`src/fir_pkg.sv`:
```
`default_nettype none

package fir_pkg;

	// filter geometry
	localparam int fir_taps = 8;
	localparam int sample_width = 14;
	localparam int coef_width = 18;

	// fractional bits of a coefficient, also the output scaling shift
	localparam int coef_mag = 17;

	// headroom for summing eight full-scale products
	localparam int guard_bits = 3;
	localparam int prod_width = sample_width + coef_width;
	localparam int sum_width = prod_width + guard_bits;

	// datapath words, all two's complement
	typedef logic signed [sample_width-1:0] sample_t;
	typedef logic signed [coef_width-1:0] coef_t;
	typedef logic signed [prod_width-1:0] prod_t;
	typedef logic signed [sum_width-1:0] sum_t;

	// every tap coefficient in one vector, tap 0 in the low bits
	typedef coef_t [fir_taps-1:0] coef_set_t;

	// output saturation limits
	localparam sample_t sample_max = sample_t'((1 << (sample_width - 1)) - 1);
	localparam sample_t sample_min = sample_t'(-(1 << (sample_width - 1)));

endpackage

`default_nettype wire

```
`src/axi_regs_pkg.sv`:
```
`default_nettype none

package axi_regs_pkg;

	// bus geometry
	localparam int axi_addr_width = 16;
	localparam int axi_data_width = 32;
	// byte offset bits inside a 32 bit word
	localparam int addr_lsb = 2;
	localparam int word_addr_width = axi_addr_width - addr_lsb;

	typedef logic [word_addr_width-1:0] word_addr_t;
	typedef logic [axi_data_width-1:0] axi_data_t;

	// response code, only okay is ever returned
	localparam logic [1:0] resp_okay = 2'b00;

	// word addresses of the register map
	localparam word_addr_t reg_prog_name = 0;
	localparam word_addr_t reg_prog_ver = 1;
	localparam word_addr_t reg_prog_stat = 2;
	localparam word_addr_t reg_tap_count = 4;
	localparam word_addr_t reg_coef_mag = 8;
	localparam word_addr_t reg_coef_base = 16;
	localparam word_addr_t reg_switches = 20;
	// first coefficient word, one word per tap after it
	localparam word_addr_t coef_base = 32;

	// identification strings, byte reversed so they read right in memory
	localparam axi_data_t prog_name = " RIF";
	localparam axi_data_t prog_ver = "01.3";
	localparam axi_data_t prog_stat = "VED ";

	// switch register fields
	localparam int sw_fir_en = 1;
	localparam int sw_leds_lsb = 0;
	localparam int sw_leds_width = 8;

	// single cycle register write request
	typedef struct packed {
		logic en;
		word_addr_t addr;
		axi_data_t data;
	} reg_wr_t;

	// register read request, data comes back combinationally
	typedef struct packed {
		word_addr_t addr;
	} reg_rd_t;

endpackage

`default_nettype wire

```
`src/fir_reg_bank.sv`:
```
`timescale 1ns/1ps
`default_nettype none

module fir_reg_bank (
	input wire S_AXI_ACLK,
	input wire S_AXI_ARESETN,
	input wire axi_regs_pkg::reg_wr_t wr,
	input wire axi_regs_pkg::reg_rd_t rd,
	output axi_regs_pkg::axi_data_t rd_data,
	output fir_pkg::coef_set_t coefs,
	output logic fir_en,
	output logic [axi_regs_pkg::sw_leds_width-1:0] leds
);

	import fir_pkg::*;
	import axi_regs_pkg::*;

	axi_data_t switches_q;
	coef_set_t coefs_q;

	// write decode
	always_ff @(posedge S_AXI_ACLK) begin
		if (!S_AXI_ARESETN) begin
			switches_q <= '0;
			coefs_q <= '0;
		end else if (wr.en) begin
			if (wr.addr == reg_switches) begin
				switches_q <= wr.data;
			end
			for (int k = 0; k < fir_taps; k++) begin
				if (wr.addr == word_addr_t'(coef_base + k)) begin
					// sign from bit 31, magnitude bits from the bottom
					coefs_q[k] <= {wr.data[axi_data_width-1], wr.data[coef_width-2:0]};
				end
			end
		end
	end

	// read decode, unmapped words give zero
	always_comb begin
		case (rd.addr)
			reg_prog_name: rd_data = prog_name;
			reg_prog_ver: rd_data = prog_ver;
			reg_prog_stat: rd_data = prog_stat;
			reg_tap_count: rd_data = axi_data_t'(fir_taps);
			reg_coef_mag: rd_data = axi_data_t'(coef_mag);
			reg_coef_base: rd_data = axi_data_t'(coef_base);
			reg_switches: rd_data = switches_q;
			default: rd_data = '0;
		endcase
		// coefficient window
		for (int k = 0; k < fir_taps; k++) begin
			if (rd.addr == word_addr_t'(coef_base + k)) begin
				// sign extend to the full bus word
				rd_data = {{(axi_data_width - coef_width){coefs_q[k][coef_width-1]}},
					coefs_q[k]};
			end
		end
	end

	// control outputs
	assign coefs = coefs_q;
	assign fir_en = switches_q[sw_fir_en];
	assign leds = switches_q[sw_leds_lsb +: sw_leds_width];

endmodule

`default_nettype wire

```
`config.mk`:
```
export PLATFORM = sky130hd
export DESIGN_NAME = fir_reg_bank
export DESIGN_NICKNAME = d
export VERILOG_FILES = /design/src/fir_pkg.sv /design/src/axi_regs_pkg.sv /design/src/fir_reg_bank.sv
export SDC_FILE = /design/constraint.sdc
export NUM_CORES = 1
export LEC_CHECK = 0
export BUFFER_PORTS_ARGS = -buffer_cell sky130_fd_sc_hd__buf_2
export CORE_UTILIZATION = 55
export CTS_CLUSTER_DIAMETER = 30
export DETAILED_ROUTE_END_ITERATION = 7
export PLACE_DENSITY = 0.9
export SLEW_MARGIN = 20
export SYNTH_ARGS = -nofsm -noshare
export SYNTH_HDL_FRONTEND = slang
export SYNTH_SLANG_ARGS = --single-unit
export TNS_END_PERCENT = 30
```
`constraint.sdc`:
```
create_clock -name S_AXI_ACLK -period 5.9 [get_ports S_AXI_ACLK]
set_input_delay 1.18 -clock S_AXI_ACLK [delete_from_list [all_inputs] [get_ports S_AXI_ACLK]]
set_output_delay 1.18 -clock S_AXI_ACLK [all_outputs]
set_load 0.02 [all_outputs]
```
==> results_dict.tcl <==
set metrics [dict create \
    place_area_mm2 0.0103 \
    fmax_mhz 197 \
    drive_gt1_share_pct 27.8 \
    synth_fa_ha_area_share_pct 0 \
    path_clk_slew_ps 70 \
    synth.area.mux_share_pct 20.0 \
    critPathArrivalTime_ps 3890 \
    avgSynthCellArea_um2 9.19 \
    yosysSeqAreaShare_pct 38.8 \
    wire_per_inst_um 21.3 \
    nNetsFinal 1239 \
    synth-edff-count 0 \
    grt_antenna_before_repair 0 \
    relSlewSlack_pct 43.6 \
    status "finished clean" \
    die_w_um 130 \
    postLayoutCoreUtil_pct 67.9 \
    fin_crit_sh_pct 85.9 \
    yosys_warnings 0 \
    core-area_mm2 0.0160 \
    hold_path.class "reg -> reg" \
    worstPathMaxFanout 26 \
    worst_slew_pin_slew_ps 843 \
    ant_nets 0 \
    setup_violations 0 \
    yosys.area_share.simple_pct 22.4 \
    finalHoldViolCount 0 \
    ir_drop_mv 0.211 \
    synth.net_count 1050 \
    cts_resized 0 \
    cts_root_buf "clkbuf_16" \
    antenna_cells 0 \
    cts_hold_buf 0 \
    drcViolationCount 0 \
    cts.sinks 176 \
    cts_buffer_depth 2 \
    avgViaCountPerCell 6.12 \
    netlist_instances 987 \
    die_h_um 130 \
    clock_latency_ps 440 \
    rsz0062_at_grt "false" \
    numCtsBuffers 17 \
    gp_congestion 0.995 \
    fillers 1324 \
    crit_required_ps 4720 \
    setup_tns_ps 0 \
    grt_pass1_wl_um 44300 \
    ys_ff_latch 176 \
    cp-start-kind "input port" \
    h-tree-depth 4 \
    cts_tree "yes" \
    yosys.cell_types.count 70 \
    post_cts_buffers 0 \
    vias 8594 \
    endpoint_kind "output pin" \
    synth_compound_gate_area_share_pct 13.5 \
    grt_usage_pct 34.9 \
    rows 46 \
    powerDensity_mw_per_mm2 222 \
    synth_top_family_by_area "simple AND/OR/NAND/NOR gates" \
    netlist_area_mm2 0.00907 \
    whs_ps 494 \
    leakage_nw 4.85 \
    io_buffers 247 \
    syn_to_final_growth_pct 19.8 \
    timing.final.crit_period_ps 5070 \
    start_util_pct 56.7 \
    crit_type "in -> out" \
    maxCapViolCount 0 \
    async_flop_share_pct 0 \
    ioPinCount 248 \
    synth_xor_area_share_pct 0 \
    post-route-cell-area_mm2 0.0109 \
    first_global_vias 7921 \
    synthFlopType "dfxtp_1" \
    finalWirelength_um 29900 \
    dieArea_mm2 0.0170 \
    slew_violations 0 \
    grt.overflow.total 0 \
    dp_hpwl_um 21500 \
    fin_skew_ps 0 \
    firstDrtPassIters 6 \
    grt_start_max_net_pins 106 \
    first_iter_violations 818 \
]
-- critical path, cell delays in order --
cell	delay (ps)
buf_2	400
or4b_1	740
nor2_2	450
nand2_1	100
a31o_2	260
a221oi_1	490
buf_2	260
-- stage by stage --
stage               worst slack, ps  power, mW  cells
floorplan                      1490       1.31    987
global route                    806       2.48   1405
finish                          833       2.42   1405
detailed placement             1000       1.37   1373
CTS                             991       2.41   1405
global placement               1060       1.37   1372
-- per-layer routing --
metal  global-route usage, %  wire length (µm)
met5                       0                 0
met4                    17.8              1250
met3                    7.29              2730
met2                    56.9             14000
met1                    43.8             12000
-- report_power, final --
part           switching, mW  internal (mW)  total [mW]  leakage (nW)
sequential         0.0000309           1.19        1.19          1.42
clock                  0.510          0.558        1.07         0.258
combinational          0.105         0.0580       0.163          3.18
total                  0.615           1.80        2.42          4.85
-- cells in the mapped netlist (3+ instances only) --
master | n | area, µm²
mux2_2 | 5 | 56.3
nand2_1 | 60 | 225
a31o_2 | 3 | 26.3
buf_4 | 10 | 75.1
and2_1 | 4 | 25.0
a211oi_1 | 8 | 60.1
nand3_1 | 6 | 30.0
nor2b_1 | 162 | 1010
nor4b_1 | 6 | 52.6
a31oi_1 | 5 | 31.3
or4b_1 | 3 | 30.0
nand2b_1 | 5 | 31.3
inv_1 | 4 | 15.0
and3_1 | 4 | 25.0
clkbuf_1 | 58 | 218
nor4_1 | 3 | 18.8
nor2_1 | 49 | 184
buf_2 | 15 | 75.1
o32ai_1 | 5 | 43.8
o221ai_1 | 3 | 26.3
nor4_2 | 3 | 37.5
a21o_1 | 7 | 52.6
nand4_1 | 6 | 37.5
a21boi_1 | 3 | 22.5
nor3_1 | 11 | 55.1
o211ai_1 | 3 | 22.5
or2_2 | 7 | 43.8
dfxtp_1 | 176 | 3520
buf_6 | 3 | 33.8
mux2i_1 | 171 | 1710
buf_1 | 11 | 41.3
a221o_1 | 6 | 60.1
o21ai_0 | 40 | 200
a211o_1 | 4 | 35.0
a221oi_1 | 8 | 70.1
a21boi_0 | 15 | 113
o22ai_1 | 22 | 138
o31ai_1 | 4 | 30.0
a21oi_1 | 21 | 105
a22oi_1 | 6 | 45.0
o32a_1 | 3 | 30.0
-- kinds of logic (layout without fill, tap and decap cells) --
| logic type | Yosys count | count (layout) |
|---|---|---|
| AND/OR/NAND/NOR | 352 | 352 |
| AO/OA/AOI/OAI | 179 | 179 |
| multiplexers | 178 | 178 |
| flip-flops | 176 | 176 |
| buffers and inverters | 102 | 304 |
-- cells in the final DEF, fill, tap and decap left out, types with 7 or more instances in the layout --
| master | netlist | final |
|---|---|---|
| nor2_1 | 49 | 49 |
| clkbuf_16 | 0 | 17 |
| o21ai_0 | 40 | 40 |
| buf_4 | 10 | 20 |
| mux2i_1 | 171 | 171 |
| a221oi_1 | 8 | 8 |
| nor2b_1 | 162 | 162 |
| dfxtp_1 | 176 | 176 |
| a211oi_1 | 8 | 8 |
| buf_2 | 15 | 246 |
| a21oi_1 | 21 | 21 |
| nor3_1 | 11 | 11 |
| nand2_1 | 60 | 59 |
| or2_2 | 7 | 7 |
| a21boi_0 | 15 | 15 |
| o22ai_1 | 22 | 22 |
| a21o_1 | 7 | 7 |
-- registers in the layout, summed over array words and instances, names as in the netlist --
| register | flops |
|---|---|
| coefs | 144 |
| switches_q | 32 |
-- final timing paths --
path              slack, ps               startpoint                 endpoint  cells past startpoint
setup reg to reg       5120  coefs[137]$_SDFFE_PN0P_  coefs[137]$_SDFFE_PN0P_                      2
hold reg to reg         490  coefs[131]$_SDFFE_PN0P_  coefs[131]$_SDFFE_PN0P_                      2
setup / recovery        830                    rd[2]               rd_data[6]                      7
hold / removal          490  coefs[131]$_SDFFE_PN0P_  coefs[131]$_SDFFE_PN0P_                      2
-- layout make-up --
class                      count  area (µm²)  area share (%)
clock buffer                  19         443            4.08
clock inverter                13         108           0.990
inverter                       4        15.0           0.138
multi-input combinational    709        5100            46.9
sequential                   176        3520            32.4
tap                          216         270            2.49
timing repair buffer         268        1410            13.0
No activity file was read; power rests on OpenSTA's default activity.
