<file path="config.mk">
export PLATFORM = sky130hd
export DESIGN_NAME = fir_output_stage
export DESIGN_NICKNAME = d
export VERILOG_FILES = /design/src/fir_pkg.sv /design/src/fir_output_stage.sv
export SDC_FILE = /design/constraint.sdc
export NUM_CORES = 1
export LEC_CHECK = 0
export BUFFER_PORTS_ARGS = -buffer_cell sky130_fd_sc_hd__buf_2
export CORE_UTILIZATION = 32
export DETAILED_ROUTE_END_ITERATION = 7
export PLACE_DENSITY_LB_ADDON = 0.2
export SLEW_MARGIN = 15
export SYNTH_ARGS = -nofsm -noshare
export SYNTH_HDL_FRONTEND = slang
export SYNTH_SLANG_ARGS = --single-unit
</file>
<file path="constraint.sdc">
create_clock -name S_AXI_ACLK -period 3.5 [get_ports S_AXI_ACLK]
set_input_delay 0.875 -clock S_AXI_ACLK [delete_from_list [all_inputs] [get_ports S_AXI_ACLK]]
set_output_delay 0.875 -clock S_AXI_ACLK [all_outputs]
set_load 0.005 [all_outputs]
</file>
<file path="src/fir_pkg.sv">
`default_nettype none

package fir_pkg;

	// filter geometry
	localparam int fir_taps = 8;
	localparam int sample_width = 14;
	localparam int coef_width = 18;

	// fractional bits of a coefficient, also the output scaling shift
	localparam int coef_mag = 17;

	// headroom for summing eight full-scale products
	localparam int guard_bits = 3;
	localparam int prod_width = sample_width + coef_width;
	localparam int sum_width = prod_width + guard_bits;

	// datapath words, all two's complement
	typedef logic signed [sample_width-1:0] sample_t;
	typedef logic signed [coef_width-1:0] coef_t;
	typedef logic signed [prod_width-1:0] prod_t;
	typedef logic signed [sum_width-1:0] sum_t;

	// every tap coefficient in one vector, tap 0 in the low bits
	typedef coef_t [fir_taps-1:0] coef_set_t;

	// output saturation limits
	localparam sample_t sample_max = sample_t'((1 << (sample_width - 1)) - 1);
	localparam sample_t sample_min = sample_t'(-(1 << (sample_width - 1)));

endpackage

`default_nettype wire

</file>
<file path="src/fir_output_stage.sv">
`timescale 1ns/1ps
`default_nettype none

module fir_output_stage (
	input wire S_AXI_ACLK,
	input wire S_AXI_ARESETN,
	input wire fir_pkg::sum_t sum,
	input wire fir_pkg::sample_t fir_in,
	input wire fir_en,
	output fir_pkg::sample_t fir_out
);

	import fir_pkg::*;

	sum_t scaled;
	sample_t sat;
	sample_t out_q;

	// drop the coefficient fraction, arithmetic shift floors
	assign scaled = sum >>> coef_mag;

	// clamp to the sample range
	always_comb begin
		if (scaled > sum_t'(sample_max)) begin
			sat = sample_max;
		end else if (scaled < sum_t'(sample_min)) begin
			sat = sample_min;
		end else begin
			sat = sample_t'(scaled);
		end
	end

	// filtered or raw sample, one register either way
	always_ff @(posedge S_AXI_ACLK) begin
		if (!S_AXI_ARESETN) begin
			out_q <= '0;
		end else begin
			out_q <= fir_en ? sat : fir_in;
		end
	end

	assign fir_out = out_q;

endmodule

`default_nettype wire

</file>
==> run summary, run 1 <==
Status -> finished clean
CTS hold repair buffers -> 0
Initial antenna violation count -> 0
Chip width -> 41.6 µm
CTS clk-pin slew, worst paths -> 0.08 ns
Synth warn -> 0
Resized cells post-CTS -> 0
Most Crowded Layer GR -> met2
Starting Density -> 36.3%
Met3 Use GR -> 4.35%
GP Congestion -> 0.673
Pin count of the biggest net entering global routing -> 17
Max reg flops -> 14
Vias -> 507
Crit-path max cell delay -> 0.60 ns
Most frequent cells in the layout -> buf_2, dfxtp_1, o221a_1
Seq cells post-synth -> 14
P_leak -> 0.000396 µW
Final hold vios -> 0
Max-slew violations -> 0
Worst-margin pin slew -> 0.890 ns
Vias/cell -> 4.97
P&R area growth vs syn -> 53.6%
Die height -> 41.6 µm
Critical-path cell list -> buf_2 > a31oi_1 > buf_4 > o221a_2
Mapped Cells -> 37
WP buf/inv -> 2
IO buf count -> 48
Netlist cell types -> 11
Number of routed nets with antenna violations -> 0
Io pins -> 66
Drt first pass iters -> 4
RSZ-0062 raised after global routing -> false
CTS buffer count -> 3
Max-Cap Viols -> 0
Setup violators final -> 0
Share of layout cells above drive strength 1 -> 64.4%
Grt total ovfl -> 0
Final Power -> 342 µW
Crit path max-delay family -> compound AO/OA/AOI/OAI gates
Core ar. -> 0.00138 mm²
Drt total wl -> 1.22 mm
Relative slew slack -> 40.3%
Worst setup EP type -> flop
Root buf cell -> clkbuf_4
Syn_area_per_cell -> 13.6 µm²
PwrDens -> 443 mW/mm²
Row count -> 13
Seq pwr share -> 50.8%
Synth Net Count -> 89
Post-synth top area share -> 55.9%
# diodes -> 0
Critical-path cell with the highest stage delay -> a31oi_1
Worst hold path class -> input port to flop
Sum of negative setup slack -> 0 ns
Worst-case vdd ir drop -> 186 µV
CTS tree -> done
H-tree depth -> 1
Comb pwr share -> 16.0%
Total GRT Usage -> 14.6%
Int Power -> 266 µW
M2 GR Usage -> 22.5%
Sw frac -> 22.0%
Fmax -> 529 MHz
Tcrit/Tclk final -> 54.0%
Top post-synthesis cells by area -> dfxtp_1, o221a_1, buf_6, o221a_2, mux2i_1
HPWL reported at the end of detailed placement -> 936 µm
Setup Buffers After CTS -> 0
Hold path cells -> 3
CTS Buffer Depth -> 2
CP Launch Type -> input port
DRC -> 0
First-pass GRT wire length -> 1.90 mm
# clock sinks -> 14
CP required -> 3.72 ns
Net Sw Power -> 75.1 µW
Drt wl/cell -> 12.0 µm
Hold Path Sink -> fir_out[13]$_SDFF_PN0_
Seq/Total Area, Yosys -> 55.9%
Clock power frac -> 33.2%
Core Util, Final -> 55.7%
Leading area contributor after synthesis -> dfxtp_1
Met1 Track Usage GR -> 17.5%
Die ar. -> 0.00173 mm²
Critical path class -> input port to flop
Most common cell after layout, fill and taps aside -> buf_2
Critical path fanouts, max -> 16
Drt initial violations -> 2
Vias in the first global route -> 465
Tmin final -> 1.89 ns
Worst EP arrival -> 2.11 ns
Nets -> 140
Post-Syn Area -> 502 µm²
Fillers -> 131
Hold Startpoint -> S_AXI_ARESETN
[routing by layer]
metal / part of all wire, % / vias to the layer above
li1: - / 256
met1: 42 / 217
met2: 49 / 32
met3: 8.0 / 2
met4: 0.65 / 0
met5: 0 / -
[synth_stat cells, drive strengths merged]
| cell type | number |
|---|---|
| nand4 | 1 |
| o221a | 13 |
| a31oi | 1 |
| nor4 | 1 |
| mux2i | 1 |
| inv | 1 |
| o21ai | 1 |
| dfxtp | 14 |
| nor2 | 1 |
| buf | 3 |
[through the flow]
step | hold WS, ns | instances | instance area [µm²] | setup WS [ns]
after global placement | 1.11 | 98 | 734 | 1.39
final | 0.832 | 102 | 771 | 1.61
after global routing | 0.843 | 102 | 771 | 1.51
after floorplan | 1.01 | 37 | 502 | 1.76
after CTS | 0.822 | 102 | 771 | 1.61
after detailed placement | 1.12 | 98 | 734 | 1.31
[worst max-delay path by stage]
stage	startpoint	endpoint	slack, ns	cells past startpoint
floorplan	sum[33]	fir_out[10]$_SDFF_PN0_	1.76	4
CTS	fir_en	fir_out[11]$_SDFF_PN0_	1.61	4
finish	fir_en	fir_out[1]$_SDFF_PN0_	1.61	4
global route	fir_en	fir_out[5]$_SDFF_PN0_	1.51	4
global placement	fir_en	fir_out[1]$_SDFF_PN0_	1.39	4
detailed placement	fir_en	fir_out[11]$_SDFF_PN0_	1.31	4
[layout make-up]
cell class                      count  area (µm²)  area share (%)
Timing Repair Buffer               49         248            32.1
Inverter                            1        3.75           0.487
Sequential cell                    14         280            36.4
Multi-Input combinational cell     19         184            23.9
Clock buffer                        4        36.3            4.71
Tap cell                           15        18.8            2.44
[kinds of logic (layout without fill, tap and decap cells)]
group / Yosys count / after routing / synth area share [%]
DFF: 14 / 14 / 55.9
buffers and inverters: 4 / 54 / 7.48
muxes: 1 / 1 / 2.00
AOI/OAI and AO/OA: 15 / 15 / 31.4
and+or+nand+nor: 3 / 3 / 3.24
[power groups by stage]
stage | Sequential, µW | Combinational (µW) | Clock, µW
after global placement | 177 | 54.4 | 0
after floorplan | 180 | 21.7 | 0
after detailed placement | 177 | 55.5 | 0
after global routing | 175 | 61.1 | 124
after CTS | 174 | 55.6 | 118
final | 174 | 54.7 | 113
No activity file was read; power rests on OpenSTA's default activity.
==> inputs of run 2 (changes only) <==
- ABC_AREA: default -> 1
- CORE_UTILIZATION: 32 -> 29
- clock period: 3.5 -> 1.7 ns (I/O delays scaled with it)
==> run summary, run 2 <==
Vias/cell -> 4.51
First-pass GRT wire length -> 2.19 mm
Netlist cell types -> 12
# diodes -> 0
Post-Syn Area -> 587 µm²
Tmin final -> 1.13 ns
Final Power -> 728 µW
Tcrit/Tclk final -> 66.4%
Row count -> 15
Worst setup EP type -> primary output
Seq/Total Area, Yosys -> 47.8%
Seq cells post-synth -> 14
CTS clk-pin slew, worst paths -> 0.09 ns
Critical path class -> flop to primary output
Crit-path max cell delay -> 0.31 ns
Initial antenna violation count -> 0
Synth warn -> 0
CTS Buffer Depth -> 2
Drt initial violations -> 14
Relative slew slack -> 81.0%
Io pins -> 66
Root buf cell -> clkbuf_4
CTS hold repair buffers -> 0
DRC -> 0
Vias in the first global route -> 548
Top post-synthesis cells by area -> dfxtp_1, a21oi_2, nand2_1, o21ai_0, buf_6
IO buf count -> 48
Layout Cells excl Fill -> 144
CTS buffer count -> 3
Fillers -> 205
Total GRT Usage -> 14.4%
Pin count of the biggest net entering global routing -> 16
PwrDens -> 829 mW/mm²
Critical path fanouts, max -> 1
Post-synth EDFFs -> 0
Leading area contributor after synthesis -> dfxtp_1
H-tree depth -> 1
Drt total wl -> 1.50 mm
Most used DFF post-synth -> dfxtp_1
P_leak -> 0.000444 µW
Fmax -> 885 MHz
Hold Startpoint -> sum[17]
Cell with the most instances after synthesis -> nand2_1
Crit path max-delay family -> flip-flops
Max-slew violations -> 0
Core ar. -> 0.00180 mm²
Number of routed nets with antenna violations -> 0
Worst Setup SP -> fir_out[3]$_SDFF_PN0_
GP Congestion -> 0.635
Die height -> 47.0 µm
# clock sinks -> 14
P&R area growth vs syn -> 49.7%
Post-synth top cells -> nand2_1, dfxtp_1, o21ai_0
Status -> finished clean
Mapped Cells -> 69
Share of layout cells above drive strength 1 -> 55.5%
Setup Buffers After CTS -> 0
Sum of negative setup slack -> 0 ns
Chip width -> 47.0 µm
Vias -> 650
Die ar. -> 0.00221 mm²
Setup violators final -> 0
Critical-path cell list -> buf_2
Most common cell after layout, fill and taps aside -> buf_2
Drt first pass iters -> 4
CP Launch Type -> flop
Most frequent cells in the layout -> buf_2, nand2_1, dfxtp_1
Max-Cap Viols -> 0
Synth Net Count -> 121
Post-synth top area share -> 47.8%
Resized cells post-CTS -> 0
Dpl cells -> 140
WP buf/inv -> 1
CTS tree -> done
HPWL reported at the end of detailed placement -> 1.12 mm
Max reg flops -> 14
Critical-path cell with the highest stage delay -> dfxtp_1
Final hold vios -> 0
Grt total ovfl -> 0
Worst hold path class -> input port to flop
Worst EP arrival -> 0.70 ns
RSZ-0062 raised after global routing -> false
Worst-case vdd ir drop -> 346 µV
Nets -> 172
Worst-margin pin slew -> 0.284 ns
Syn_area_per_cell -> 8.50 µm²
Worst Hold Margin -> 0.384 ns
Drt wl/cell -> 10.4 µm
Asr flop ratio synth -> 0%
CP required -> 1.27 ns
Starting Density -> 32.6%
run 2: cell types whose count changed in the layout (fill, tap and decap cells not counted), moves of 3 or more:
cell / previous run / this run
nand2_1: 0 / 18
o21ai_0: 0 / 13
a21oi_2: 0 / 11
o221a_1: 10 / 0
a21oi_1: 0 / 3
o221a_2: 3 / 0
run 2: through the flow:
stage / util (%) / worst slack (ns) / area, µm²
2_1_floorplan: - / 0.598 / 587
5_1_grt: 48.8 / 0.526 / 878
4_1_cts: 48.8 / 0.560 / 878
3_3_place_gp: 46.7 / 0.374 / 842
3_5_place_dp: 46.7 / 0.354 / 842
6_report: 48.8 / 0.570 / 878
run 2: where the power goes:
| part | leakage [µW] | switching (µW) | internal (µW) | total, µW |
|---|---|---|---|---|
| clock | 0.0000210 | 106 | 130 | 236 |
| combinational | 0.000306 | 67.1 | 67.4 | 134 |
| sequential | 0.000117 | 5.07 | 352 | 358 |
run 2: cells by family after synthesis:
family / count (synthesis) / synth area share, %
simple gates: 20 / 12.8
compound gates: 29 / 32.8
buf+inv: 6 / 6.61
flops: 14 / 47.8
run 2: cell type report:
type	instances	area [µm²]	share of cell area, %
multi-input combinational	49	268	30.5
timing repair buffer	50	255	29.1
sequential	14	280	31.9
clock buffer	4	36.3	4.13
inverter	2	7.51	0.855
tap	25	31.3	3.56
run 2: per-layer routing:
layer / track usage, % / share of wire, %
met1: 17.4 / 43
met2: 23.6 / 46
met3: 2.69 / 9.5
met4: 8.57 / 1.2
met5: 0 / 0
run 2: worst paths after layout:
kind,cells after the start,to
hold / removal,3,fir_out[0]$_SDFF_PN0_
setup / recovery,1,fir_out[3]
