===== src/axi_regs_pkg.sv =====
`default_nettype none

package axi_regs_pkg;

	// bus geometry
	localparam int axi_addr_width = 16;
	localparam int axi_data_width = 32;
	// byte offset bits inside a 32 bit word
	localparam int addr_lsb = 2;
	localparam int word_addr_width = axi_addr_width - addr_lsb;

	typedef logic [word_addr_width-1:0] word_addr_t;
	typedef logic [axi_data_width-1:0] axi_data_t;

	// response code, only okay is ever returned
	localparam logic [1:0] resp_okay = 2'b00;

	// word addresses of the register map
	localparam word_addr_t reg_prog_name = 0;
	localparam word_addr_t reg_prog_ver = 1;
	localparam word_addr_t reg_prog_stat = 2;
	localparam word_addr_t reg_tap_count = 4;
	localparam word_addr_t reg_coef_mag = 8;
	localparam word_addr_t reg_coef_base = 16;
	localparam word_addr_t reg_switches = 20;
	// first coefficient word, one word per tap after it
	localparam word_addr_t coef_base = 32;

	// identification strings, byte reversed so they read right in memory
	localparam axi_data_t prog_name = " RIF";
	localparam axi_data_t prog_ver = "01.3";
	localparam axi_data_t prog_stat = "VED ";

	// switch register fields
	localparam int sw_fir_en = 1;
	localparam int sw_leds_lsb = 0;
	localparam int sw_leds_width = 8;

	// single cycle register write request
	typedef struct packed {
		logic en;
		word_addr_t addr;
		axi_data_t data;
	} reg_wr_t;

	// register read request, data comes back combinationally
	typedef struct packed {
		word_addr_t addr;
	} reg_rd_t;

endpackage

`default_nettype wire


===== src/axi_lite_slave.sv =====
`timescale 1ns/1ps
`default_nettype none

module axi_lite_slave (
	input wire S_AXI_ACLK,
	input wire S_AXI_ARESETN,
	// write address and data channels
	input wire [axi_regs_pkg::axi_addr_width-1:0] S_AXI_AWADDR,
	input wire S_AXI_AWVALID,
	output logic S_AXI_AWREADY,
	input wire [axi_regs_pkg::axi_data_width-1:0] S_AXI_WDATA,
	input wire S_AXI_WVALID,
	output logic S_AXI_WREADY,
	// write response channel
	output logic [1:0] S_AXI_BRESP,
	output logic S_AXI_BVALID,
	input wire S_AXI_BREADY,
	// read address and data channels
	input wire [axi_regs_pkg::axi_addr_width-1:0] S_AXI_ARADDR,
	input wire S_AXI_ARVALID,
	output logic S_AXI_ARREADY,
	output logic [axi_regs_pkg::axi_data_width-1:0] S_AXI_RDATA,
	output logic [1:0] S_AXI_RRESP,
	output logic S_AXI_RVALID,
	input wire S_AXI_RREADY,
	// register side
	output axi_regs_pkg::reg_wr_t wr,
	output axi_regs_pkg::reg_rd_t rd,
	input wire axi_regs_pkg::axi_data_t rd_data
);

	import axi_regs_pkg::*;

	// write side state
	logic awready_q;
	logic wready_q;
	// high while no write response is outstanding
	logic aw_en_q;
	logic bvalid_q;
	word_addr_t awaddr_q;

	// read side state
	logic arready_q;
	logic rvalid_q;
	word_addr_t araddr_q;
	axi_data_t rdata_q;

	logic aw_start;
	logic ar_start;
	logic wr_en;
	logic rd_en;

	// accept address and data together, only one write in flight
	assign aw_start = ~awready_q && S_AXI_AWVALID && S_AXI_WVALID && aw_en_q;

	always_ff @(posedge S_AXI_ACLK) begin
		if (!S_AXI_ARESETN) begin
			awready_q <= 1'b0;
			wready_q <= 1'b0;
			aw_en_q <= 1'b1;
			awaddr_q <= '0;
		end else begin
			// both readies pulse for a single cycle
			awready_q <= aw_start;
			wready_q <= aw_start;
			if (aw_start) begin
				aw_en_q <= 1'b0;
				// drop the byte offset
				awaddr_q <= S_AXI_AWADDR[axi_addr_width-1:addr_lsb];
			end else if (S_AXI_BREADY && bvalid_q) begin
				// response taken, next write may start
				aw_en_q <= 1'b1;
			end
		end
	end

	// write handshake completes in the ready cycle
	assign wr_en = awready_q && S_AXI_AWVALID && wready_q && S_AXI_WVALID;

	always_ff @(posedge S_AXI_ACLK) begin
		if (!S_AXI_ARESETN) begin
			bvalid_q <= 1'b0;
		end else if (wr_en && ~bvalid_q) begin
			bvalid_q <= 1'b1;
		end else if (S_AXI_BREADY && bvalid_q) begin
			bvalid_q <= 1'b0;
		end
	end

	// read accept waits for a pending response to drain
	assign ar_start = ~arready_q && S_AXI_ARVALID && ~rvalid_q;

	always_ff @(posedge S_AXI_ACLK) begin
		if (!S_AXI_ARESETN) begin
			arready_q <= 1'b0;
			araddr_q <= '0;
		end else begin
			arready_q <= ar_start;
			if (ar_start) begin
				araddr_q <= S_AXI_ARADDR[axi_addr_width-1:addr_lsb];
			end
		end
	end

	assign rd_en = arready_q && S_AXI_ARVALID && ~rvalid_q;

	always_ff @(posedge S_AXI_ACLK) begin
		if (!S_AXI_ARESETN) begin
			rvalid_q <= 1'b0;
			rdata_q <= '0;
		end else begin
			if (rd_en) begin
				rvalid_q <= 1'b1;
				// sample the decoded word once per read
				rdata_q <= rd_data;
			end else if (rvalid_q && S_AXI_RREADY) begin
				rvalid_q <= 1'b0;
			end
		end
	end

	// requests towards the register bank
	always_comb begin
		wr.en = wr_en;
		wr.addr = awaddr_q;
		wr.data = S_AXI_WDATA;
		rd.addr = araddr_q;
	end

	// bus outputs
	assign S_AXI_AWREADY = awready_q;
	assign S_AXI_WREADY = wready_q;
	assign S_AXI_BVALID = bvalid_q;
	assign S_AXI_BRESP = resp_okay;
	assign S_AXI_ARREADY = arready_q;
	assign S_AXI_RVALID = rvalid_q;
	assign S_AXI_RDATA = rdata_q;
	assign S_AXI_RRESP = resp_okay;

endmodule

`default_nettype wire


===== config.mk =====
export PLATFORM = sky130hd
export DESIGN_NAME = axi_lite_slave
export DESIGN_NICKNAME = d
export VERILOG_FILES = /design/src/axi_regs_pkg.sv /design/src/axi_lite_slave.sv
export SDC_FILE = /design/constraint.sdc
export NUM_CORES = 1
export LEC_CHECK = 0
export ABC_AREA = 1
export BUFFER_PORTS_ARGS = -buffer_cell sky130_fd_sc_hd__buf_2
export CORE_ASPECT_RATIO = 1.4
export CORE_MARGIN = 1
export CORE_UTILIZATION = 35
export DETAILED_ROUTE_END_ITERATION = 10
export PLACE_DENSITY = 0.7
export SYNTH_ARGS = -nofsm -noshare
export SYNTH_HDL_FRONTEND = slang
export SYNTH_SLANG_ARGS = --single-unit

===== constraint.sdc =====
create_clock -name S_AXI_ACLK -period 2.85 [get_ports S_AXI_ACLK]
set_clock_uncertainty 0.05 [all_clocks]
set_input_delay 0 -clock S_AXI_ACLK [delete_from_list [all_inputs] [get_ports S_AXI_ACLK]]
set_output_delay 0 -clock S_AXI_ACLK [all_outputs]
set_load 0.1 [all_outputs]

==> results of run 1 <==
-- metal layers --
layer	GRT usage [%]	vias up
li1	-	1559
met4	8.70	0
met1	17.1	1377
met5	0	-
met3	7.05	10
met2	37.5	170
-- logic make-up (layout without fill, tap and decap cells) --
family          count (synthesis)  count (layout)  share of synthesized area (%)
flops                          65              65                           45.0
simple gates                  190             190                           28.8
compound gates                 35              35                           6.06
buf+inv                       101             283                           20.0
other cells                     1               4                          0.130
-- state kept, by name, summed over array words and instances, names as in the netlist --
register,flops
S_AXI_RVALID,1
rd,14
aw_en_q,1
S_AXI_RDATA,32
S_AXI_WREADY,1
S_AXI_BVALID,1
S_AXI_ARREADY,1
awaddr_q,14
-- placed cells by master (no fill, tap or decap) --
cell and n:
dfxtp_1 65, nand3_2 2, clkbuf_1 2, nand3_1 15, dlygate4sd3_1 94, buf_4 4, a21oi_1 34, o21ai_0 1
conb_1 4, nand4_1 32, inv_1 33, nor2_1 58, buf_2 132, nor2_2 2, or2_2 1, bufinv_16 1
clkinv_2 1, clkbuf_8 12, nand2_1 80, inv_2 4
-- area by class of cell --
cell class	instances	area share (%)
timing repair buffer	230	36.9
sequential	65	29.4
multi-input combinational	229	23.1
clock buffer	14	3.90
inverter	37	3.14
tap	100	2.83
clock inverter	2	0.791
-- metrics by stage --
step / setup WS [ns] / cell area, sq um
after floorplan: 1.09 / 2900
after global placement: 1.44 / 3280
after detailed placement: 1.45 / 3280
after CTS: 1.22 / 4430
after global routing: 1.13 / 4430
final: 1.24 / 4430
-- report_power, final --
group	total, mW	leakage [nW]	switching, mW	internal [mW]
registers	0.983	0.532	0.0253	0.958
clock network	0.802	0.107	0.327	0.475
logic	0.918	1.55	0.720	0.198
-- final timing paths --
path | end | slack (ns) | cells after the start
max | S_AXI_ARREADY | 1.24 | 2
min | awaddr_q[11]$_SDFFE_PN0P_ | 0.11 | 4
max reg2reg | S_AXI_RDATA[17]$_SDFFE_PN0P_ | 1.43 | 4
min reg2reg | S_AXI_RDATA[16]$_SDFFE_PN0P_ | 0.41 | 2
-- critical path: stages, from the launching register on --
cell	delay, ns
dfxtp_1	0.38
buf_4	0.35
buf_2	0.50
==> impl_metrics.json, run 1 <==
{
  "status": "complete, no violations",
  "syn_avg_cell_area_sq_um": 7.38,
  "path_clk_slew_ns": 0.07,
  "dieArea_sq_um": 8630,
  "start_util_pct": 36.6,
  "post_cts_resized": 0,
  "met2WireLength_um": 4390,
  "pin_count": 205,
  "grt_pass1_vias": 2976,
  "ys_ff_latch": 65,
  "clockBufferDepth": 2,
  "layout-drive-gt1-share_pct": 27.6,
  "arrival_ns": 1.56,
  "place_inst": 567,
  "cts_tree": "built",
  "worstPathRequired_ns": 2.80,
  "endpoint_kind": "primary output",
  "ir_drop_mv": 0.334,
  "drv_cap": 0,
  "hp-class": "input port to register",
  "synth_top_area_share_pct": 45.0,
  "ys_top_cells_by_area": "dfxtp_1, buf_4, nand2_1",
  "finalPower_mw": 2.70,
  "root_buffer": "clkbuf_8",
  "cts_hold_buf": 94,
  "seq_area_frac_synth_pct": 45.0,
  "synthTopCellsByCount": "nand2_1, dfxtp_1, nor2_1, buf_4, a21oi_1",
  "dr.pass1.iters": 4,
  "wl_met3_um": 773,
  "antenna_cells": 0,
  "synth-async-reset-ratio_pct": 0,
  "post_cts_buffers": 0,
  "rows": 38,
  "critPathLaunch": "S_AXI_ARREADY$_SDFF_PN0_",
  "die_h_um": 110,
  "multi_input_area_sq_um": 1020,
  "maxSlewViolCount": 0,
  "worst_pin_slew_ns": 1.02,
  "period_minus_slack_ns": 1.61,
  "met1Wirelength_um": 3100,
  "grt_max_degree": 37,
  "p_per_area_nw_per_um2": 611,
  "vias": 3116,
  "drt_iter0_drc": 118,
  "grt_overflow": 0,
  "area_growth_pct": 53.1,
  "ant_nets": 0,
  "highest_layer": "met4",
  "die_w_um": 78.8,
  "crit_type": "register to primary output",
  "nNetsFinal": 675,
  "hold_viol_final": 0,
  "fin_crit_sh_pct": 56.6,
  "drc": 0,
  "io_buffers": 132,
  "hp-start": "S_AXI_ARESETN",
  "cp_max_fo": 33,
  "clk-insertion-delay-late_ns": 0.32,
  "relSlewSlack_pct": 32.0,
  "fillerInstances": 680,
  "synth_cells": 392,
  "cts-htree-levels": 3,
  "r2r_start": "S_AXI_RVALID$_SDFFE_PN0P_",
  "finalWeightedCongestion": 0.713,
  "finalSetupViolations": 0,
  "vias_per_cell": 4.60,
  "yosysWarnings": 0,
  "hpwl_um": 4900,
  "ys_types": 18,
  "startpoint_type": "register",
  "synth-main-ff-cell": "dfxtp_1",
  "clock-sinks": 65,
  "wl_um": 8380,
  "rsz0062_at_grt": "false",
  "fmax_mhz": 620,
  "cellLeakagePower_nw": 2.19,
  "final_cells": 677,
  "antenna_found_initial": 0,
  "post-synth-top-area-cell": "dfxtp_1",
  "cts_inserted_buffers": 9,
  "wire_per_inst_um": 12.4,
  "regArea_sq_um": 1300,
  "core_sq_um": 7890,
  "final_util_pct": 56.1,
  "whs_ns": 0.112,
  "grtUsageTotal_pct": 19.1,
  "synth_most_common_cell": "nand2_1",
  "syn_area_sq_um": 2890,
  "grt_pass1_wl_um": 12900,
  "fin_tns_setup_ns": 0,
  "synth_edf_count": 0
}
No activity file was read; power rests on OpenSTA's default activity.
==> run 2, diff against run 1 <==
==> constraint.sdc (replaced) <==
create_clock -name S_AXI_ACLK -period 1.65 [get_ports S_AXI_ACLK]
set_clock_uncertainty 0.05 [all_clocks]
set_input_delay 0 -clock S_AXI_ACLK [delete_from_list [all_inputs] [get_ports S_AXI_ACLK]]
set_output_delay 0 -clock S_AXI_ACLK [all_outputs]
set_load 0.1 [all_outputs]
==> impl_metrics.json, run 2 (synthesized netlist as in run 1, its figures left out) <==
{
  "status": "complete, no violations",
  "worstReg2RegEnd": "awaddr_q[11]$_SDFFE_PN0P_",
  "arrival_ns": 1.51,
  "cp_max_fo": 33,
  "wire_per_inst_um": 12.9,
  "combPwrFrac_pct": 34.9,
  "final_common_cell": "buf_2",
  "internal-power_mw": 2.75,
  "worst_pin_slew_ns": 1.01,
  "drt_iter0_drc": 161,
  "final_cell_mix": "buf_2, dlygate4sd3_1, nand2_1",
  "hpwl_um": 4730,
  "finalPower_mw": 4.62,
  "fin_crit_sh_pct": 94.7,
  "maxSlewViolCount": 0,
  "p_per_area_nw_per_um2": 1030,
  "r2r_cells": 6,
  "place_ws_ns": 0.271,
  "layout-drive-gt1-share_pct": 28.1,
  "dieArea_sq_um": 8630,
  "nNetsFinal": 682,
  "antenna_found_initial": 0,
  "pin_count": 205,
  "ir_drop_mv": 0.573,
  "relSlewSlack_pct": 32.7,
  "path_clk_slew_ns": 0.07,
  "clockBufferDepth": 2,
  "final_cells": 684,
  "reg2reg_slack_ns": 0.11,
  "largest_reg_flops": 32,
  "clock-sinks": 65,
  "cts_tree": "built",
  "drv_cap": 0,
  "rows": 38,
  "root_buffer": "clkbuf_8",
  "finalWeightedCongestion": 0.728,
  "hp-class": "input port to register",
  "critPathLaunch": "S_AXI_ARREADY$_SDFF_PN0_",
  "startpoint_type": "register",
  "fin_tns_setup_ns": 0,
  "cellLeakagePower_nw": 2.21,
  "cts-htree-levels": 3,
  "cts_inserted_buffers": 9,
  "core_sq_um": 7890,
  "p_switching_mw": 1.87,
  "io_buffers": 132,
  "final_util_pct": 56.8,
  "antenna_cells": 0,
  "drc": 0,
  "die_w_um": 78.8,
  "dr.pass1.iters": 4,
  "whs_ns": 0.148,
  "die_h_um": 110,
  "finalWorstSetupSlack_ns": 0.0879,
  "ant_nets": 0,
  "fmax_mhz": 640,
  "fin_area_sq_um": 4480,
  "post_cts_buffers": 0,
  "worstPathRequired_ns": 1.60,
  "place_inst": 570,
  "vias_per_cell": 4.69,
  "clk-insertion-delay-late_ns": 0.33,
  "grt_max_degree": 35,
  "fillerInstances": 658,
  "area_growth_pct": 54.9,
  "crit_type": "register to primary output",
  "crit_end": "S_AXI_ARREADY",
  "rsz0062_at_grt": "false",
  "r2r_start": "aw_en_q$_SDFFE_PN1P_",
  "period_minus_slack_ns": 1.56,
  "switching_share_pct": 40.4,
  "grt_pass1_vias": 3015,
  "grtUsageTotal_pct": 19.6,
  "vias": 3211,
  "grt_overflow": 0,
  "grt_pass1_wl_um": 13200,
  "start_util_pct": 36.6,
  "endpoint_kind": "primary output",
  "clockPowerShare_pct": 28.3,
  "finalSetupViolations": 0,
  "wl_um": 8820,
  "p_seq_share_pct": 36.9,
  "placed_area_sq_um": 3300,
  "hold_viol_final": 0
}
[run 2: changes by cell type in the layout (fill, tap and decap cells not counted)]
cell	delta
nor2_4	+1
dlygate4sd3_1	+4
clkbuf_1	+1
clkinv_2	+1
buf_4	+3
clkbuf_8	-2
dfxtp_1	-3
dfxtp_2	+3
nor2_2	-1
[run 2: critical path, stage by stage (launching register included)]
cell and delay (ns):
dfxtp_2 0.35, buf_4 0.33, buf_2 0.50
[run 2: power by group through the flow]
stage | Sequential [mW] | Combinational, mW | Clock, mW
CTS | 1.70 | 1.59 | 1.36
finish | 1.70 | 1.61 | 1.30
detailed placement | 1.73 | 1.10 | 0
floorplan | 2.33 | 0.686 | 0
global placement | 1.73 | 1.09 | 0
global route | 1.71 | 1.68 | 1.43
[run 2: layout make-up]
type | instances | area (sq um) | area share, %
Clock buffer | 13 | 149 | 3.32
Clock inverter | 3 | 40.0 | 0.894
Inverter | 37 | 139 | 3.10
Multi-Input combinational cell | 229 | 1030 | 22.9
Sequential cell | 65 | 1310 | 29.1
Tap cell | 100 | 125 | 2.79
Timing Repair Buffer | 237 | 1690 | 37.8
[run 2: routing by layer]
metal	GRT usage (%)	vias to the layer above	wire length [um]
met5	0	-	0
met4	12.1	0	277
met3	5.89	26	790
met2	36.1	189	4510
met1	19.1	1429	3240
li1	-	1567	-
[run 2: worst min-delay path by stage]
| stage | start | endpoint | slack, ns | depth (start not counted) |
|---|---|---|---|---|
| 2_1_floorplan | S_AXI_ARADDR[2] | rd[0]$_SDFFE_PN0P_ | 0.08 | 2 |
| 3_3_place_gp | S_AXI_WDATA[0] | wr[0] | -0.05 | 0 |
| 3_5_place_dp | S_AXI_WDATA[0] | wr[0] | -0.05 | 0 |
| 4_1_cts | S_AXI_AWVALID | S_AXI_WREADY$_SDFF_PN0_ | 0.10 | 5 |
| 5_1_grt | S_AXI_AWVALID | S_AXI_WREADY$_SDFF_PN0_ | 0.19 | 5 |
| 6_report | S_AXI_AWVALID | S_AXI_WREADY$_SDFF_PN0_ | 0.15 | 5 |
[run 2: repair_timing]
action,4_1_cts,5_1_grt
hold buffers,98,0
setup endpoints to repair,0,2
endpoints found under the hold margin,96,0
resized for setup,0,1
==> run 3, diff against run 2 <==
--- a/config.mk
+++ b/config.mk
@@ -12,6 +12,7 @@
 export CORE_UTILIZATION = 35
 export DETAILED_ROUTE_END_ITERATION = 10
 export PLACE_DENSITY = 0.7
+export SETUP_SLACK_MARGIN = 0.1
 export SYNTH_ARGS = -nofsm -noshare
 export SYNTH_HDL_FRONTEND = slang
 export SYNTH_SLANG_ARGS = --single-unit
==> impl_metrics.json, run 3 (synthesized netlist as in run 1, its figures left out) <==
{
  "finalSetupViolations": 0,
  "start_util_pct": 36.6,
  "dr.pass1.iters": 4,
  "core_sq_um": 7890,
  "fin_crit_sh_pct": 86.5,
  "vias_per_cell": 4.67,
  "rows": 38,
  "critPathLaunch": "S_AXI_RVALID$_SDFFE_PN0P_",
  "fin_tns_setup_ns": 0,
  "antenna_found_initial": 0,
  "hpwl_um": 4730,
  "grt_pass1_wl_um": 13200,
  "die_h_um": 110,
  "io_buffers": 132,
  "endpoint_kind": "register",
  "finalPower_mw": 4.60,
  "placed_area_sq_um": 3300,
  "path_clk_slew_ns": 0.07,
  "hp-start": "S_AXI_WVALID",
  "relSlewSlack_pct": 32.8,
  "reg2reg_slack_ns": 0.22,
  "antenna_cells": 0,
  "maxSlewViolCount": 0,
  "vias": 3185,
  "crit_end": "S_AXI_RDATA[22]$_SDFFE_PN0P_",
  "cellLeakagePower_nw": 2.20,
  "cts_inserted_buffers": 9,
  "wire_per_inst_um": 12.8,
  "critical-path-max-stage-delay_ns": 0.50,
  "nNetsFinal": 680,
  "clock-sinks": 65,
  "root_buffer": "clkbuf_8",
  "drc": 0,
  "dieArea_sq_um": 8630,
  "finalWeightedCongestion": 0.728,
  "area_growth_pct": 54.1,
  "wl_um": 8710,
  "grt_max_degree": 35,
  "startpoint_type": "register",
  "hold_viol_final": 0,
  "ant_nets": 0,
  "drv_cap": 0,
  "pin_count": 205,
  "r2r_cells": 4,
  "cts-htree-levels": 3,
  "r2r_start": "S_AXI_RVALID$_SDFFE_PN0P_",
  "final_cell_mix": "buf_2, dlygate4sd3_1, nand2_1",
  "grtUsageTotal_pct": 19.5,
  "grt_overflow": 0,
  "crit_type": "register to register",
  "fin_area_sq_um": 4460,
  "cp_max_fo": 33,
  "die_w_um": 78.8,
  "period_minus_slack_ns": 1.43,
  "drt_iter0_drc": 171,
  "layout-drive-gt1-share_pct": 28.2,
  "holdPathStages": 5,
  "post_cts_buffers": 0,
  "clk-insertion-delay-late_ns": 0.33,
  "arrival_ns": 1.58,
  "status": "complete, no violations",
  "rsz0062_at_grt": "false",
  "worstPathRequired_ns": 1.80,
  "final_common_cell": "buf_2",
  "worstPathCellList": "inv_2 > nand3_2 > nand2_1 > a21oi_1",
  "worst_pin_slew_ns": 1.00,
  "cts_tree": "built",
  "largest_reg_flops": 32,
  "critPathSlowestCell": "nand3_2",
  "hp-class": "input port to register",
  "worstReg2RegEnd": "S_AXI_RDATA[22]$_SDFFE_PN0P_",
  "ir_drop_mv": 0.572,
  "grt_pass1_vias": 3030,
  "clockBufferDepth": 2,
  "p_per_area_nw_per_um2": 1030,
  "fmax_mhz": 700
}
==> run 3: changes by cell type in the layout (fill, tap and decap cells not counted), sizes merged <==
cell	delta
dlygate4sd3	-2
==> run 3: where the power goes <==
| part | switching [mW] | total, mW | internal [mW] |
|---|---|---|---|
| combinational | 1.25 | 1.60 | 0.354 |
| sequential | 0.0447 | 1.70 | 1.66 |
| clock | 0.563 | 1.30 | 0.736 |
==> run 3: how the worst min path moves through the flow <==
stage | to | slack (ns)
after floorplan | rd[0]$_SDFFE_PN0P_ | 0.08
after global placement | wr[0] | -0.05
after detailed placement | wr[0] | -0.05
after CTS | S_AXI_WREADY$_SDFF_PN0_ | 0.10
after global routing | S_AXI_WREADY$_SDFF_PN0_ | 0.19
final | S_AXI_WREADY$_SDFF_PN0_ | 0.14
==> run 3: cell type report <==
type / instances / area, sq um
Clock buffer: 13 / 149
Tap cell: 100 / 125
Timing Repair Buffer: 235 / 1680
Inverter: 37 / 139
Multi-Input combinational cell: 229 / 1020
Fill cell: 663 / 3440
Clock inverter: 3 / 40.0
Sequential cell: 65 / 1310
==> run 3: routing by layer <==
metal	part of all wire [%]	wire (um)	track usage, %
met3	8.3	723	5.39
met5	0	0	0
met1	37	3250	18.9
met4	3.3	287	11.8
met2	51	4450	36.5
==> run 3: stage by stage <==
step           util, %  instances  setup slack, ns  hold slack (ns)
2_1_floorplan        -        395            0.222           0.0849
3_3_place_gp      41.9        570            0.316          -0.0493
3_5_place_dp      41.9        570            0.271          -0.0493
4_1_cts           56.5        682            0.203            0.105
5_1_grt           56.5        682            0.122            0.188
6_report          56.5        682            0.222            0.145
==> run 3: critical path, delay by kind of cell, from the launching register on <==
| family | cells | cell delay (ns) |
|---|---|---|
| DFF | 1 | 0.32 |
| AOI/OAI and AO/OA | 1 | 0.10 |
| buffers and inverters | 1 | 0.07 |
| and+or+nand+nor | 2 | 0.75 |
==> run 3: timing repair <==
action,4_1_cts,5_1_grt
hold buffers,96,0
endpoints found under the setup margin,1,0
resized for setup,1,0
hold endpoints to repair,96,0
